--- src/source/bridge_cfg.svh ---
`ifndef BRIDGE_CFG_SVH
`define BRIDGE_CFG_SVH

// Bus widths
`define BRIDGE_ADDR_W       32
`define BRIDGE_DATA_W       32
`define BRIDGE_LEN_W        8

// Four APB slaves behind the bridge
`define BRIDGE_NUM_SLAVES   4

// Address map, bits 9:8 pick the slave
`define BRIDGE_SEL_LSB      8
`define BRIDGE_REGION_LSB   10

// Word step for INCR bursts
`define BRIDGE_BEAT_BYTES   4

`endif

--- src/source/apb_pkg.sv ---
`include "bridge_cfg.svh"

package apb_pkg;

    // Field view of a bridge address
    typedef struct packed {
        logic [`BRIDGE_ADDR_W-`BRIDGE_REGION_LSB-1:0]     region;   // Must be zero
        logic [`BRIDGE_REGION_LSB-`BRIDGE_SEL_LSB-1:0]    sel;
        logic [`BRIDGE_SEL_LSB-1:0]                       offset;
    } apb_addr_view_t;

    // Same word, flat or split
    typedef union packed {
        logic [`BRIDGE_ADDR_W-1:0] flat;
        apb_addr_view_t            view;
    } apb_addr_u;

    // One-hot, bit n selects slave n
    typedef logic [`BRIDGE_NUM_SLAVES-1:0] apb_sel_t;

    typedef struct packed {
        apb_addr_u                 addr;
        logic                      write;
        logic [`BRIDGE_DATA_W-1:0] wdata;
    } apb_req_t;

    //////////////////////////////
    // Decode to execute handoff
    //////////////////////////////

    typedef struct packed {
        apb_req_t req;
        apb_sel_t sel;    // All zero on error
        logic     last;
        logic     err;
    } apb_beat_t;

endpackage

--- src/source/axi_pkg.sv ---
`include "bridge_cfg.svh"

package axi_pkg;

    //////////////////////////////
    // Encodings
    //////////////////////////////

    typedef enum logic [1:0] {
        FIXED = 2'b00,
        INCR  = 2'b01   // WRAP not supported
    } axi_burst_t;

    typedef enum logic [1:0] {
        OKAY   = 2'b00,
        SLVERR = 2'b10
    } axi_resp_t;

    //////////////////////////////
    // Channel payloads
    //////////////////////////////

    // Shared by AW and AR
    typedef struct packed {
        logic [`BRIDGE_ADDR_W-1:0] addr;
        logic [`BRIDGE_LEN_W-1:0]  len;   // Beats minus one
        axi_burst_t                burst;
    } axi_addr_req_t;

    typedef struct packed {
        logic [`BRIDGE_DATA_W-1:0] data;
        logic                      last;
    } axi_w_beat_t;

    typedef struct packed {
        logic [`BRIDGE_DATA_W-1:0] data;
        axi_resp_t                 resp;
        logic                      last;
    } axi_r_beat_t;

endpackage

--- src/source/apb_access_engine.sv ---
`timescale 1ns/1ps
`include "bridge_cfg.svh"

module apb_access_engine
    import apb_pkg::*;
(
    input  logic                      ACLK,
    input  logic                      ARESETn,
    input  apb_beat_t                 beat,
    input  logic                      beat_valid,
    output logic                      beat_ready,
    input  logic                      resp_free,
    output apb_req_t                  apb_req,
    output apb_sel_t                  psel,
    output logic                      penable,
    input  logic [`BRIDGE_DATA_W-1:0] prdata,
    input  logic                      pready,
    output logic                      done,
    output logic [`BRIDGE_DATA_W-1:0] done_data,
    output logic                      done_last,
    output logic                      done_err
);

    typedef enum logic [1:0] {
        ST_IDLE,
        ST_SETUP,
        ST_ACCESS
    } apb_state_t;

    apb_state_t state;
    apb_beat_t  beat_q;
    logic       take;

    // Hold off while the result stage is busy or about to be
    assign beat_ready = (state == ST_IDLE) && resp_free && !done;
    assign take       = beat_valid && beat_ready;

    //////////////////////////////
    // Setup / access sequencer
    //////////////////////////////

    always_ff @(posedge ACLK or negedge ARESETn)
    begin
        if (!ARESETn)
        begin
            state <= ST_IDLE;
            done  <= 1'b0;
        end
        else
        begin
            done <= 1'b0;   // Single-cycle strobe
            case (state)
                ST_IDLE:
                begin
                    if (take)
                    begin
                        if (beat.err)
                            done <= 1'b1;   // Bad address, skip the bus
                        else
                            state <= ST_SETUP;
                    end
                end
                ST_SETUP: state <= ST_ACCESS;
                ST_ACCESS:
                begin
                    if (pready)
                    begin
                        state <= ST_IDLE;
                        done  <= 1'b1;
                    end
                end
                default: state <= ST_IDLE;
            endcase
        end
    end

    always_ff @(posedge ACLK)
    begin
        if (take)
            beat_q <= beat;
        if (take && beat.err)
            done_data <= '0;
        else if (state == ST_ACCESS && pready && !beat_q.req.write)
            done_data <= prdata;   // Read data sampled on PREADY
    end

    //////////////////////////////
    // APB drive
    //////////////////////////////

    assign apb_req   = beat_q.req;
    assign psel      = (state != ST_IDLE) ? beat_q.sel : '0;
    assign penable   = (state == ST_ACCESS);
    assign done_last = beat_q.last;
    assign done_err  = beat_q.err;

endmodule

--- src/source/axi_apb_bridge.sv ---
`timescale 1ns/1ps
`include "bridge_cfg.svh"

module axi_apb_bridge
    import axi_pkg::*, apb_pkg::*;
(
    input  logic                      ACLK,
    input  logic                      ARESETn,
    // AXI side
    input  axi_addr_req_t             aw,
    input  logic                      aw_valid,
    output logic                      aw_ready,
    input  axi_addr_req_t             ar,
    input  logic                      ar_valid,
    output logic                      ar_ready,
    input  axi_w_beat_t               w,
    input  logic                      w_valid,
    output logic                      w_ready,
    output axi_r_beat_t               r,
    output logic                      r_valid,
    input  logic                      r_ready,
    output axi_resp_t                 b_resp,
    output logic                      b_valid,
    input  logic                      b_ready,
    // APB side
    output apb_req_t                  apb_req,
    output apb_sel_t                  psel,
    output logic                      penable,
    input  logic [`BRIDGE_DATA_W-1:0] prdata,
    input  logic                      pready
);

    apb_beat_t                 beat;
    logic                      beat_valid;
    logic                      beat_ready;
    logic                      burst_done;
    logic                      resp_free;
    logic                      done;
    logic [`BRIDGE_DATA_W-1:0] done_data;
    logic                      done_last;
    logic                      done_err;

    //////////////////////////////
    // Decode stage
    //////////////////////////////

    axi_request_decode u_decode (
        .ACLK       (ACLK),
        .ARESETn    (ARESETn),
        .aw         (aw),
        .aw_valid   (aw_valid),
        .aw_ready   (aw_ready),
        .ar         (ar),
        .ar_valid   (ar_valid),
        .ar_ready   (ar_ready),
        .w          (w),
        .w_valid    (w_valid),
        .w_ready    (w_ready),
        .beat       (beat),
        .beat_valid (beat_valid),
        .beat_ready (beat_ready),
        .burst_done (burst_done)
    );

    //////////////////////////////
    // Execute stage
    //////////////////////////////

    apb_access_engine u_engine (
        .ACLK       (ACLK),
        .ARESETn    (ARESETn),
        .beat       (beat),
        .beat_valid (beat_valid),
        .beat_ready (beat_ready),
        .resp_free  (resp_free),
        .apb_req    (apb_req),
        .psel       (psel),
        .penable    (penable),
        .prdata     (prdata),
        .pready     (pready),
        .done       (done),
        .done_data  (done_data),
        .done_last  (done_last),
        .done_err   (done_err)
    );

    // Write flag stays put until the next grant
    axi_response_path u_response (
        .ACLK       (ACLK),
        .ARESETn    (ARESETn),
        .is_write   (beat.req.write),
        .done       (done),
        .done_data  (done_data),
        .done_last  (done_last),
        .done_err   (done_err),
        .r          (r),
        .r_valid    (r_valid),
        .r_ready    (r_ready),
        .b_resp     (b_resp),
        .b_valid    (b_valid),
        .b_ready    (b_ready),
        .resp_free  (resp_free),
        .burst_done (burst_done)
    );

endmodule

--- src/source/axi_request_decode.sv ---
`timescale 1ns/1ps
`include "bridge_cfg.svh"

module axi_request_decode
    import axi_pkg::*, apb_pkg::*;
(
    input  logic          ACLK,
    input  logic          ARESETn,
    input  axi_addr_req_t aw,
    input  logic          aw_valid,
    output logic          aw_ready,
    input  axi_addr_req_t ar,
    input  logic          ar_valid,
    output logic          ar_ready,
    input  axi_w_beat_t   w,
    input  logic          w_valid,
    output logic          w_ready,
    output apb_beat_t     beat,
    output logic          beat_valid,
    input  logic          beat_ready,
    input  logic          burst_done
);

    localparam logic [`BRIDGE_ADDR_W-1:0] ADDR_STEP = `BRIDGE_BEAT_BYTES;

    typedef enum logic [1:0] {
        ST_IDLE,
        ST_ADDR,    // AW/AR ready
        ST_BEAT,    // Issuing beats
        ST_WAIT     // Last beat issued, wait for response
    } dec_state_t;

    dec_state_t               state;
    logic                     prio_write;
    logic                     is_write;
    logic                     grant_write;
    logic                     handoff;
    axi_addr_req_t            req_sel;
    apb_addr_u                cur_addr;
    axi_burst_t               cur_burst;
    logic [`BRIDGE_LEN_W-1:0] beats_left;
    logic                     addr_err;
    apb_sel_t                 sel_onehot;

    //////////////////////////////
    // Round-robin grant
    //////////////////////////////

    // Write wins a tie when the pointer says so
    assign grant_write = aw_valid && (!ar_valid || prio_write);

    always_ff @(posedge ACLK or negedge ARESETn)
    begin
        if (!ARESETn)
        begin
            state      <= ST_IDLE;
            prio_write <= 1'b1;
            is_write   <= 1'b0;
        end
        else
        begin
            case (state)
                ST_IDLE:
                begin
                    if (aw_valid || ar_valid)
                    begin
                        is_write   <= grant_write;
                        prio_write <= !grant_write;   // Loser goes first next time
                        state      <= ST_ADDR;
                    end
                end
                ST_ADDR: state <= ST_BEAT;
                ST_BEAT:
                begin
                    if (handoff && beat.last)
                        state <= ST_WAIT;
                end
                ST_WAIT:
                begin
                    if (burst_done)
                        state <= ST_IDLE;
                end
                default: state <= ST_IDLE;
            endcase
        end
    end

    //////////////////////////////
    // Burst capture and stepping
    //////////////////////////////

    assign req_sel = is_write ? aw : ar;

    always_ff @(posedge ACLK)
    begin
        if (state == ST_ADDR)
        begin
            cur_addr.flat <= req_sel.addr;
            cur_burst     <= req_sel.burst;
            beats_left    <= req_sel.len;
        end
        else if (handoff)
        begin
            beats_left <= beats_left - 1'b1;
            if (cur_burst == INCR)
                cur_addr.flat <= cur_addr.flat + ADDR_STEP;   // FIXED keeps address
        end
    end

    // Slave decode
    assign addr_err   = (cur_addr.view.region != '0);
    assign sel_onehot = apb_sel_t'(1) << cur_addr.view.sel;

    assign aw_ready   = (state == ST_ADDR) && is_write;
    assign ar_ready   = (state == ST_ADDR) && !is_write;
    assign beat_valid = (state == ST_BEAT) && (!is_write || w_valid);
    assign w_ready    = (state == ST_BEAT) && is_write && beat_ready;
    assign handoff    = beat_valid && beat_ready;

    // WLAST is not used, last beat comes from the count
    always_comb
    begin
        beat.req.addr  = cur_addr;
        beat.req.write = is_write;
        beat.req.wdata = is_write ? w.data : '0;
        beat.sel       = addr_err ? '0 : sel_onehot;
        beat.last      = (beats_left == '0);
        beat.err       = addr_err;
    end

endmodule

--- src/source/axi_response_path.sv ---
`timescale 1ns/1ps
`include "bridge_cfg.svh"

module axi_response_path
    import axi_pkg::*;
(
    input  logic                      ACLK,
    input  logic                      ARESETn,
    input  logic                      is_write,
    input  logic                      done,
    input  logic [`BRIDGE_DATA_W-1:0] done_data,
    input  logic                      done_last,
    input  logic                      done_err,
    output axi_r_beat_t               r,
    output logic                      r_valid,
    input  logic                      r_ready,
    output axi_resp_t                 b_resp,
    output logic                      b_valid,
    input  logic                      b_ready,
    output logic                      resp_free,
    output logic                      burst_done
);

    logic err_acc;   // Sticky error over the write burst
    logic rd_done;
    logic wr_done;

    assign rd_done = done && !is_write;
    assign wr_done = done && is_write;

    //////////////////////////////
    // Valid flags
    //////////////////////////////

    always_ff @(posedge ACLK or negedge ARESETn)
    begin
        if (!ARESETn)
        begin
            r_valid <= 1'b0;
            b_valid <= 1'b0;
            err_acc <= 1'b0;
        end
        else
        begin
            if (r_valid && r_ready)
                r_valid <= 1'b0;
            if (b_valid && b_ready)
                b_valid <= 1'b0;
            if (rd_done)
                r_valid <= 1'b1;
            if (wr_done)
            begin
                if (done_last)
                begin
                    b_valid <= 1'b1;
                    err_acc <= 1'b0;   // Fresh for next burst
                end
                else
                    err_acc <= err_acc | done_err;
            end
        end
    end

    //////////////////////////////
    // Payload
    //////////////////////////////

    always_ff @(posedge ACLK)
    begin
        if (rd_done)
        begin
            r.data <= done_data;
            r.resp <= done_err ? SLVERR : OKAY;
            r.last <= done_last;
        end
        if (wr_done && done_last)
            b_resp <= (err_acc || done_err) ? SLVERR : OKAY;
    end

    // Nothing held, engine may start the next transfer
    assign resp_free = !r_valid && !b_valid;

    assign burst_done = (r_valid && r_ready && r.last) || (b_valid && b_ready);

endmodule

--- config.mk ---
export PLATFORM = sky130hd
export DESIGN_NAME = axi_apb_bridge
export DESIGN_NICKNAME = d
export VERILOG_FILES = /design/src/source/apb_pkg.sv /design/src/source/axi_pkg.sv /design/src/source/apb_access_engine.sv /design/src/source/axi_apb_bridge.sv /design/src/source/axi_request_decode.sv /design/src/source/axi_response_path.sv
export VERILOG_INCLUDE_DIRS = /design/src /design/src/source
export SDC_FILE = /design/constraint.sdc
export NUM_CORES = 1
export LEC_CHECK = 0
export ABC_AREA = 1
export ABC_CLOCK_PERIOD_IN_PS = 6690
export CAP_MARGIN = 20
export CORE_UTILIZATION = 65
export CTS_CLUSTER_DIAMETER = 100
export DETAILED_ROUTE_END_ITERATION = 10
export DONT_BUFFER_PORTS = 1
export GPL_TIMING_DRIVEN = 0
export PLACE_DENSITY_LB_ADDON = 0.08
export SYNTH_ARGS = -nofsm -noshare
export SYNTH_HDL_FRONTEND = slang
export SYNTH_SLANG_ARGS = --single-unit
--- constraint.sdc ---
create_clock -name ACLK -period 6.69 [get_ports ACLK]
set_input_delay 0.3345 -clock ACLK [delete_from_list [all_inputs] [get_ports ACLK]]
set_output_delay 0.3345 -clock ACLK [all_outputs]
set_load 0.005 [all_outputs]
-- After elaboration in Yosys (flattened, before gate mapping)
Cells that the tools add are included.
- add/subtract/negate cells: 2
- multipliers: 0
- div/mod/pow operators: 0
- $lt $le $gt $ge: 0
- equality and inequality tests: 12
- shift-type cells: 1
- mux-type cells: 27
- bitwise gates (word level): 1
- reduce and logical (&&, ||, !) cells: 44
- operator list (cell ; number):
    two-way mux 32 bit ; 3
    two-way mux 42 bit ; 1
    adder 32 x 3 -> 32 bit, second input constant ; 1
    nonzero test 22 bit ; 1
    logical AND 1 bit ; 20
    two-way mux 2 bit ; 8
    two-way mux 8 bit ; 2
    two-way mux 1 bit ; 9
    zero test 8 bit ; 1
    one-hot mux 2 bit (4 select lines) ; 1
    nonzero test 2 bit ; 4
    subtractor 8 x 1 -> 8 bit, second input constant ; 1
    zero test 1 bit ; 7
    == test 2 x 1 -> 1 bit, second input constant ; 3
    == test 2 bit, second input constant ; 3
    inequality test 2 x 1 -> 1 bit, second input constant ; 3
    inequality test 2 bit, second input constant ; 3
    one-hot mux 2 bit (3 select lines) ; 1
    AND reduction 3 bit ; 2
    logical OR 1 bit ; 5
    zero test 2 bit ; 2
    two-way mux 4 bit ; 1
    AND reduction 2 bit ; 2
    left shift 1 x 2 -> 4 bit, first input constant ; 1
    other kinds (2) ; 2
- bits in registers: 192
- bits in latches: 0
- memory bits (writable): 0
- bits in read-only memories: 0
- output and inout port bits: 112
- logic and storage cells: 109
- memories kept: 0

-- Logic depth before layout (Yosys ltp)
- depth after elaboration: 8
- gate-level depth with buffers: 10
- depth with buffers taken out: 10

-- By module
Synthesis repeated with hierarchy kept, for this count alone.
- cells, all modules: 962
- area total of the unflattened synthesis: 9157.5 µm²
- modules (own cells, without submodules) (module ; instances ; cells each ; area an instance (µm²)):
    apb_access_engine ; 1 ; 373 ; 4295.4
    axi_request_decode ; 1 ; 530 ; 3634.7
    axi_response_path ; 1 ; 59 ; 1227.4

-- Worst setup path after synthesis
No wires, ideal clock.
- path type: register -> register
- start: register u_decode.state[0]
- end: register u_decode.cur_addr[10] in the netlist's numbering (enable)
- arrival: 2770 ps
- path slack: 3533 ps
- cell stages (with the launch flop): 7
- buffers on the path: 0
- clock period less this slack: 3157 ps
- cells stage by stage: dfrtp_1 -> inv_1 -> ha_1 -> o21ai_1 -> nor2_4 -> nand3b_1 -> nand2_1
- longest elaborated chain between the ends: 5
- elaborated cells between the ends (all ways): 7
- classes of those cells: eq/ne (2); reduce/logical (5)
- RTL lines (element ; line ; RTL):
    start, declared ; axi_request_decode.sv:33 ; dec_state_t state;
    start signal, assigned ; axi_request_decode.sv:56 ; state <= ST_IDLE;
    start signal, assigned ; axi_request_decode.sv:69 ; state <= ST_ADDR;
    start signal, assigned ; axi_request_decode.sv:72 ; ST_ADDR: state <= ST_BEAT;
    == test 2 bit ; axi_request_decode.sv:116 ; assign beat_valid = (state == ST_BEAT) && (!is_write || w_valid);
    logical AND 1 bit ; axi_request_decode.sv:116 ;
    logical AND 1 bit ; axi_request_decode.sv:118 ; assign handoff = beat_valid && beat_ready;
    via u_decode.handoff ; axi_request_decode.sv:37 ; logic handoff;
    nonzero test 2 bit (no line) ; n/a ;
    AND reduction 2 bit (no line) ; n/a ;
    end, declared ; axi_request_decode.sv:39 ; apb_addr_u cur_addr;
The timed path passes the listed nets, and every way through them passes these cells.
A chain may end at the register's enable or synchronous reset.

-- Worst setup path in the final report
- start: register u_decode.state[1]
- end: register u_decode.cur_addr[2] in the netlist's numbering (enable)
- longest elaborated chain between the ends: 5
- elaborated cells between the ends (all ways): 7
- classes of those cells: eq/ne (2); reduce/logical (5)
- RTL lines (element ; line):
    == test 2 bit ; axi_request_decode.sv:116
    logical AND 1 bit ; axi_request_decode.sv:116
    logical AND 1 bit ; axi_request_decode.sv:118
    nonzero test 2 bit (no line) ; n/a
    AND reduction 2 bit (no line) (*) ; n/a
Mark *: on every way between the ends. The rest lies on a longest branch, timed or not.

==> impl_metrics.ini <==
[run_status]
run_status = completed

[sta]
period_needed_ns = 3.00
hold_violations = 0
clock.fmax_mhz = 334
hold_slack_ns = 0.0690
setup-violations-final = 0
grt_setup_unrepaired = false
finClkSkew_ns = 0.0115
maxSlewHeadroom = 0.351
totalNegativeSetupSlack_ns = 0
worstMarginPinSlew_ns = 0.972
timing.final.max_slew_violations = 0
layout_worst_path_cycle_share = 0.448

[routing]
vias = 6291
met2_layer_wire_length_in_the_routed_design_um = 9500
viasPerCell = 5.44
drt_iter0_drc = 437
met3RoutedLength_um = 1620
top_layer = met4
detailedRoute.firstPassIterationCount = 7
detail_route.drc_violations = 0
antenna_left = 0
routedWlPerCell_um = 16.7
detail_route.wirelength_um = 19300
wl_met1_um = 7670

[synthesis]
synth_cells = 941
synthesis.area_mm2 = 0.00892
yosysSeqAreaShare = 0.598
synth_cell_types = 38
yosys_register_bits = 190
synth.yosys.warnings = 0
post_synth_main_area_contributors = sky130_fd_sc_hd__edfxtp_1 (50%), sky130_fd_sc_hd__nand2_1 (9.7%), sky130_fd_sc_hd__dfxtp_1 (7.2%)
synth_top_cell_by_area = sky130_fd_sc_hd__edfxtp_1
synthesis.area_per_instance_um2 = 9.48
synth_top_area_frac = 0.498

[floorplanning]
initial_core_util = 0.671
top_level_ports = 269
fp-row-count = 42
die_height_um = 119
dieWidth_um = 119
design.core.area_mm2 = 0.0133
die-area_mm2 = 0.0142

[clock_network]
clock_latency_ns = 0.43
h-tree-depth = 4
cts_buffers = 17
worst_case_clock_buffer_depth = 2
cts_root_buf = sky130_fd_sc_hd__clkbuf_16
clkSlewWorstSetupHoldPaths_ns = 0.07
cts_setup_buffers = 0
cts.sink_count = 190
cts_tree = done

[power_and_ir_drop]
power_leakage_uw = 0.00425
worst_ir_drop_vdd_mv = 0.251
p_total_uw = 4600
power_per_cell_area_mw_per_mm2 = 466

[worst_setup_path]
crit_path_end_kind = register
slowest_stage = sky130_fd_sc_hd__nand2_1
critical_path_arrival_ns = 3.18
rr_worst_depth = 7
worst_ep_required_time_ns = 6.88
cell_chain_critical_path = inv_1 > ha_1 > inv_1 > clkbuf_1 > buf_1 > nand2_1 > buf_16
critPathMostFrequentCell = sky130_fd_sc_hd__inv_1
setup.worst_path.start_class = register
critical_path_cell_count = 7
critical-path-max-stage-delay_ns = 0.57
worst-path-max-fanout = 18
timing.critical_path.buf_inv = 5
crit_type = register to register
cp_top_family = buffers and inverters

[placed_design]
number_of_port_buffers = 0
dp.cells = 1121
detailedPlacementHpwl_um = 14500
place_area_mm2 = 0.00923
finalWeightedCongestion = 0.934

[final_layout]
fin_nets = 1131
non_filler_instances = 1156
antenna_cells = 0
number_of_filler_instances_in_the_final_layout = 960
multi_input_comb_area_mm2 = 0.00240
final_area_mm2 = 0.00986
ff_latch_area_mm2 = 0.00534
area.growth.synth_to_final_pct = 10.5
fraction_of_final_layout_cells_sized_beyond_drive_strength_1 = 0.141

[hold_path]
worstHoldPathType = input port to register
hold-path-cell-count = 2

[global_route]
number_of_antenna_violations_at_the_first_check_in_global_routing = 0
first_global_vias = 6169
global_route_wire_length_before_repair_um = 30300
grt_max_degree = 35
grt_use_total = 0.279
grt_overflow = 0

[run]
max_cap_violations = 0
## what timing repair did
item | CTS | global route
setup endpoints to repair | 0 | 0
gates resized for setup | 0 | 0
hold buffers | 3 | 0
hold endpoints to repair | 12 | 0
## registers in the layout, summed over array words and instances (netlist names), 2 cells and up
signal	flops
u_engine.state	2
u_decode.state	2
u_decode.cur_burst	2
u_engine.apb_req	65
u_decode.cur_addr	32
u_engine.beat_q	4
u_decode.beats_left	8
u_response.r	34
u_engine.done_data	32
## kinds of logic (layout without fill, tap and decap cells)
| kind of cell | after synthesis | after routing | synth area share |
|---|---|---|---|
| simple gates | 387 | 387 | 0.174 |
| xor+xnor | 9 | 9 | 0.00883 |
| flops | 190 | 190 | 0.598 |
| other cells | 1 | 2 | 0.000420 |
| fa+ha+maj | 7 | 7 | 0.00981 |
| compound gates | 104 | 104 | 0.0743 |
| buf+inv | 243 | 281 | 0.135 |
## layer usage
metal | vias up | GRT usage
met5 | - | 0
met4 | 0 | 0.116
met3 | 43 | 0.0474
met2 | 325 | 0.466
met1 | 2901 | 0.361
li1 | 3022 | -
## cell usage in the layout, fill, tap and decap left out, drive strengths merged, types with 30 or more instances in the layout
master  Yosys  routed
nand2     230     230
inv       146     152
edfxtp    148     148
nor2      112     112
buf        77      80
o21ai      53      53
a22oi      34      34
clkbuf     17      34
dfxtp      32      32
nand3      30      30
## worst register-to-register path: cells and delay by family, from the launching register on
family                     cells  cell delay, ns
and+or+nand+nor                1            0.57
DFF                            1            0.41
adders and majority gates      1            0.29
buffers and inverters          5            1.49
## cell type report
cell class / instances / area share
timing repair buffer: 6 / 0.0107
clock inverter: 15 / 0.0180
clock buffer: 17 / 0.0431
inverter: 149 / 0.0567
multi-input combinational: 509 / 0.243
tap: 176 / 0.0223
sequential: 190 / 0.541
buffer: 94 / 0.0652
## cell usage after synthesis
library cell,instances
sky130_fd_sc_hd__nand2_1,230
sky130_fd_sc_hd__edfxtp_1,148
sky130_fd_sc_hd__inv_1,140
sky130_fd_sc_hd__nor2_1,108
sky130_fd_sc_hd__buf_4,68
sky130_fd_sc_hd__a22oi_1,34
sky130_fd_sc_hd__dfxtp_1,32
sky130_fd_sc_hd__o21ai_1,31
sky130_fd_sc_hd__nand3_1,28
sky130_fd_sc_hd__clkbuf_1,17
sky130_fd_sc_hd__o21ai_0,12
sky130_fd_sc_hd__o21ai_2,10
sky130_fd_sc_hd__a21oi_1,9
sky130_fd_sc_hd__dfrtp_1,9
sky130_fd_sc_hd__ha_1,7
sky130_fd_sc_hd__inv_2,6
sky130_fd_sc_hd__nor3_1,6
sky130_fd_sc_hd__xor2_1,6
sky130_fd_sc_hd__buf_2,4
sky130_fd_sc_hd__buf_6,4
sky130_fd_sc_hd__clkinv_1,3
sky130_fd_sc_hd__nand4_1,3
sky130_fd_sc_hd__nor2_2,3
sky130_fd_sc_hd__o211ai_1,3
sky130_fd_sc_hd__xnor2_1,3
sky130_fd_sc_hd__a22o_1,2
sky130_fd_sc_hd__nand3_2,2
sky130_fd_sc_hd__nand3b_1,2
sky130_fd_sc_hd__or2_2,2
sky130_fd_sc_hd__a31oi_1,1
sky130_fd_sc_hd__buf_1,1
sky130_fd_sc_hd__conb_1,1
sky130_fd_sc_hd__dfstp_2,1
sky130_fd_sc_hd__nor2_4,1
sky130_fd_sc_hd__nor3_2,1
sky130_fd_sc_hd__o21bai_1,1
sky130_fd_sc_hd__o22ai_1,1
sky130_fd_sc_hd__or2_1,1
## through the flow
stage / utilization / worst slack, ns
2_1_floorplan: - / 3.53
3_3_place_gp: 0.688 / 2.69
3_5_place_dp: 0.694 / 3.67
4_1_cts: 0.742 / 3.67
5_1_grt: 0.742 / 3.47
6_report: 0.742 / 3.69
## path summary, 6_finish.rpt
check	startpoint	endpoint	slack (ns)
max	u_decode.state[1]$_DFFE_PN0P_	u_decode.cur_addr[2]$_DFFE_PP_	3.69
min in group asynchronous	ARESETn	u_decode.state[0]$_DFFE_PN0P_	0.29
max in group asynchronous	ARESETn	u_decode.prio_write$_DFFE_PN1P_	6.06
min	pready	u_engine.done$_DFF_PN0_	0.07
min reg2reg	u_decode.cur_addr[0]$_DFFE_PP_	u_engine.apb_req[33]$_DFFE_PP_	0.43
max reg2reg	u_decode.state[1]$_DFFE_PN0P_	u_decode.cur_addr[2]$_DFFE_PP_	3.69
## report_power, final
group	switching [uW]	internal [uW]	total (uW)	leakage [uW]
Combinational	886	519	1410	0.00219
Clock	463	564	1030	0.000295
Sequential	291	1880	2170	0.00176
No activity file was read; power rests on OpenSTA's default activity.
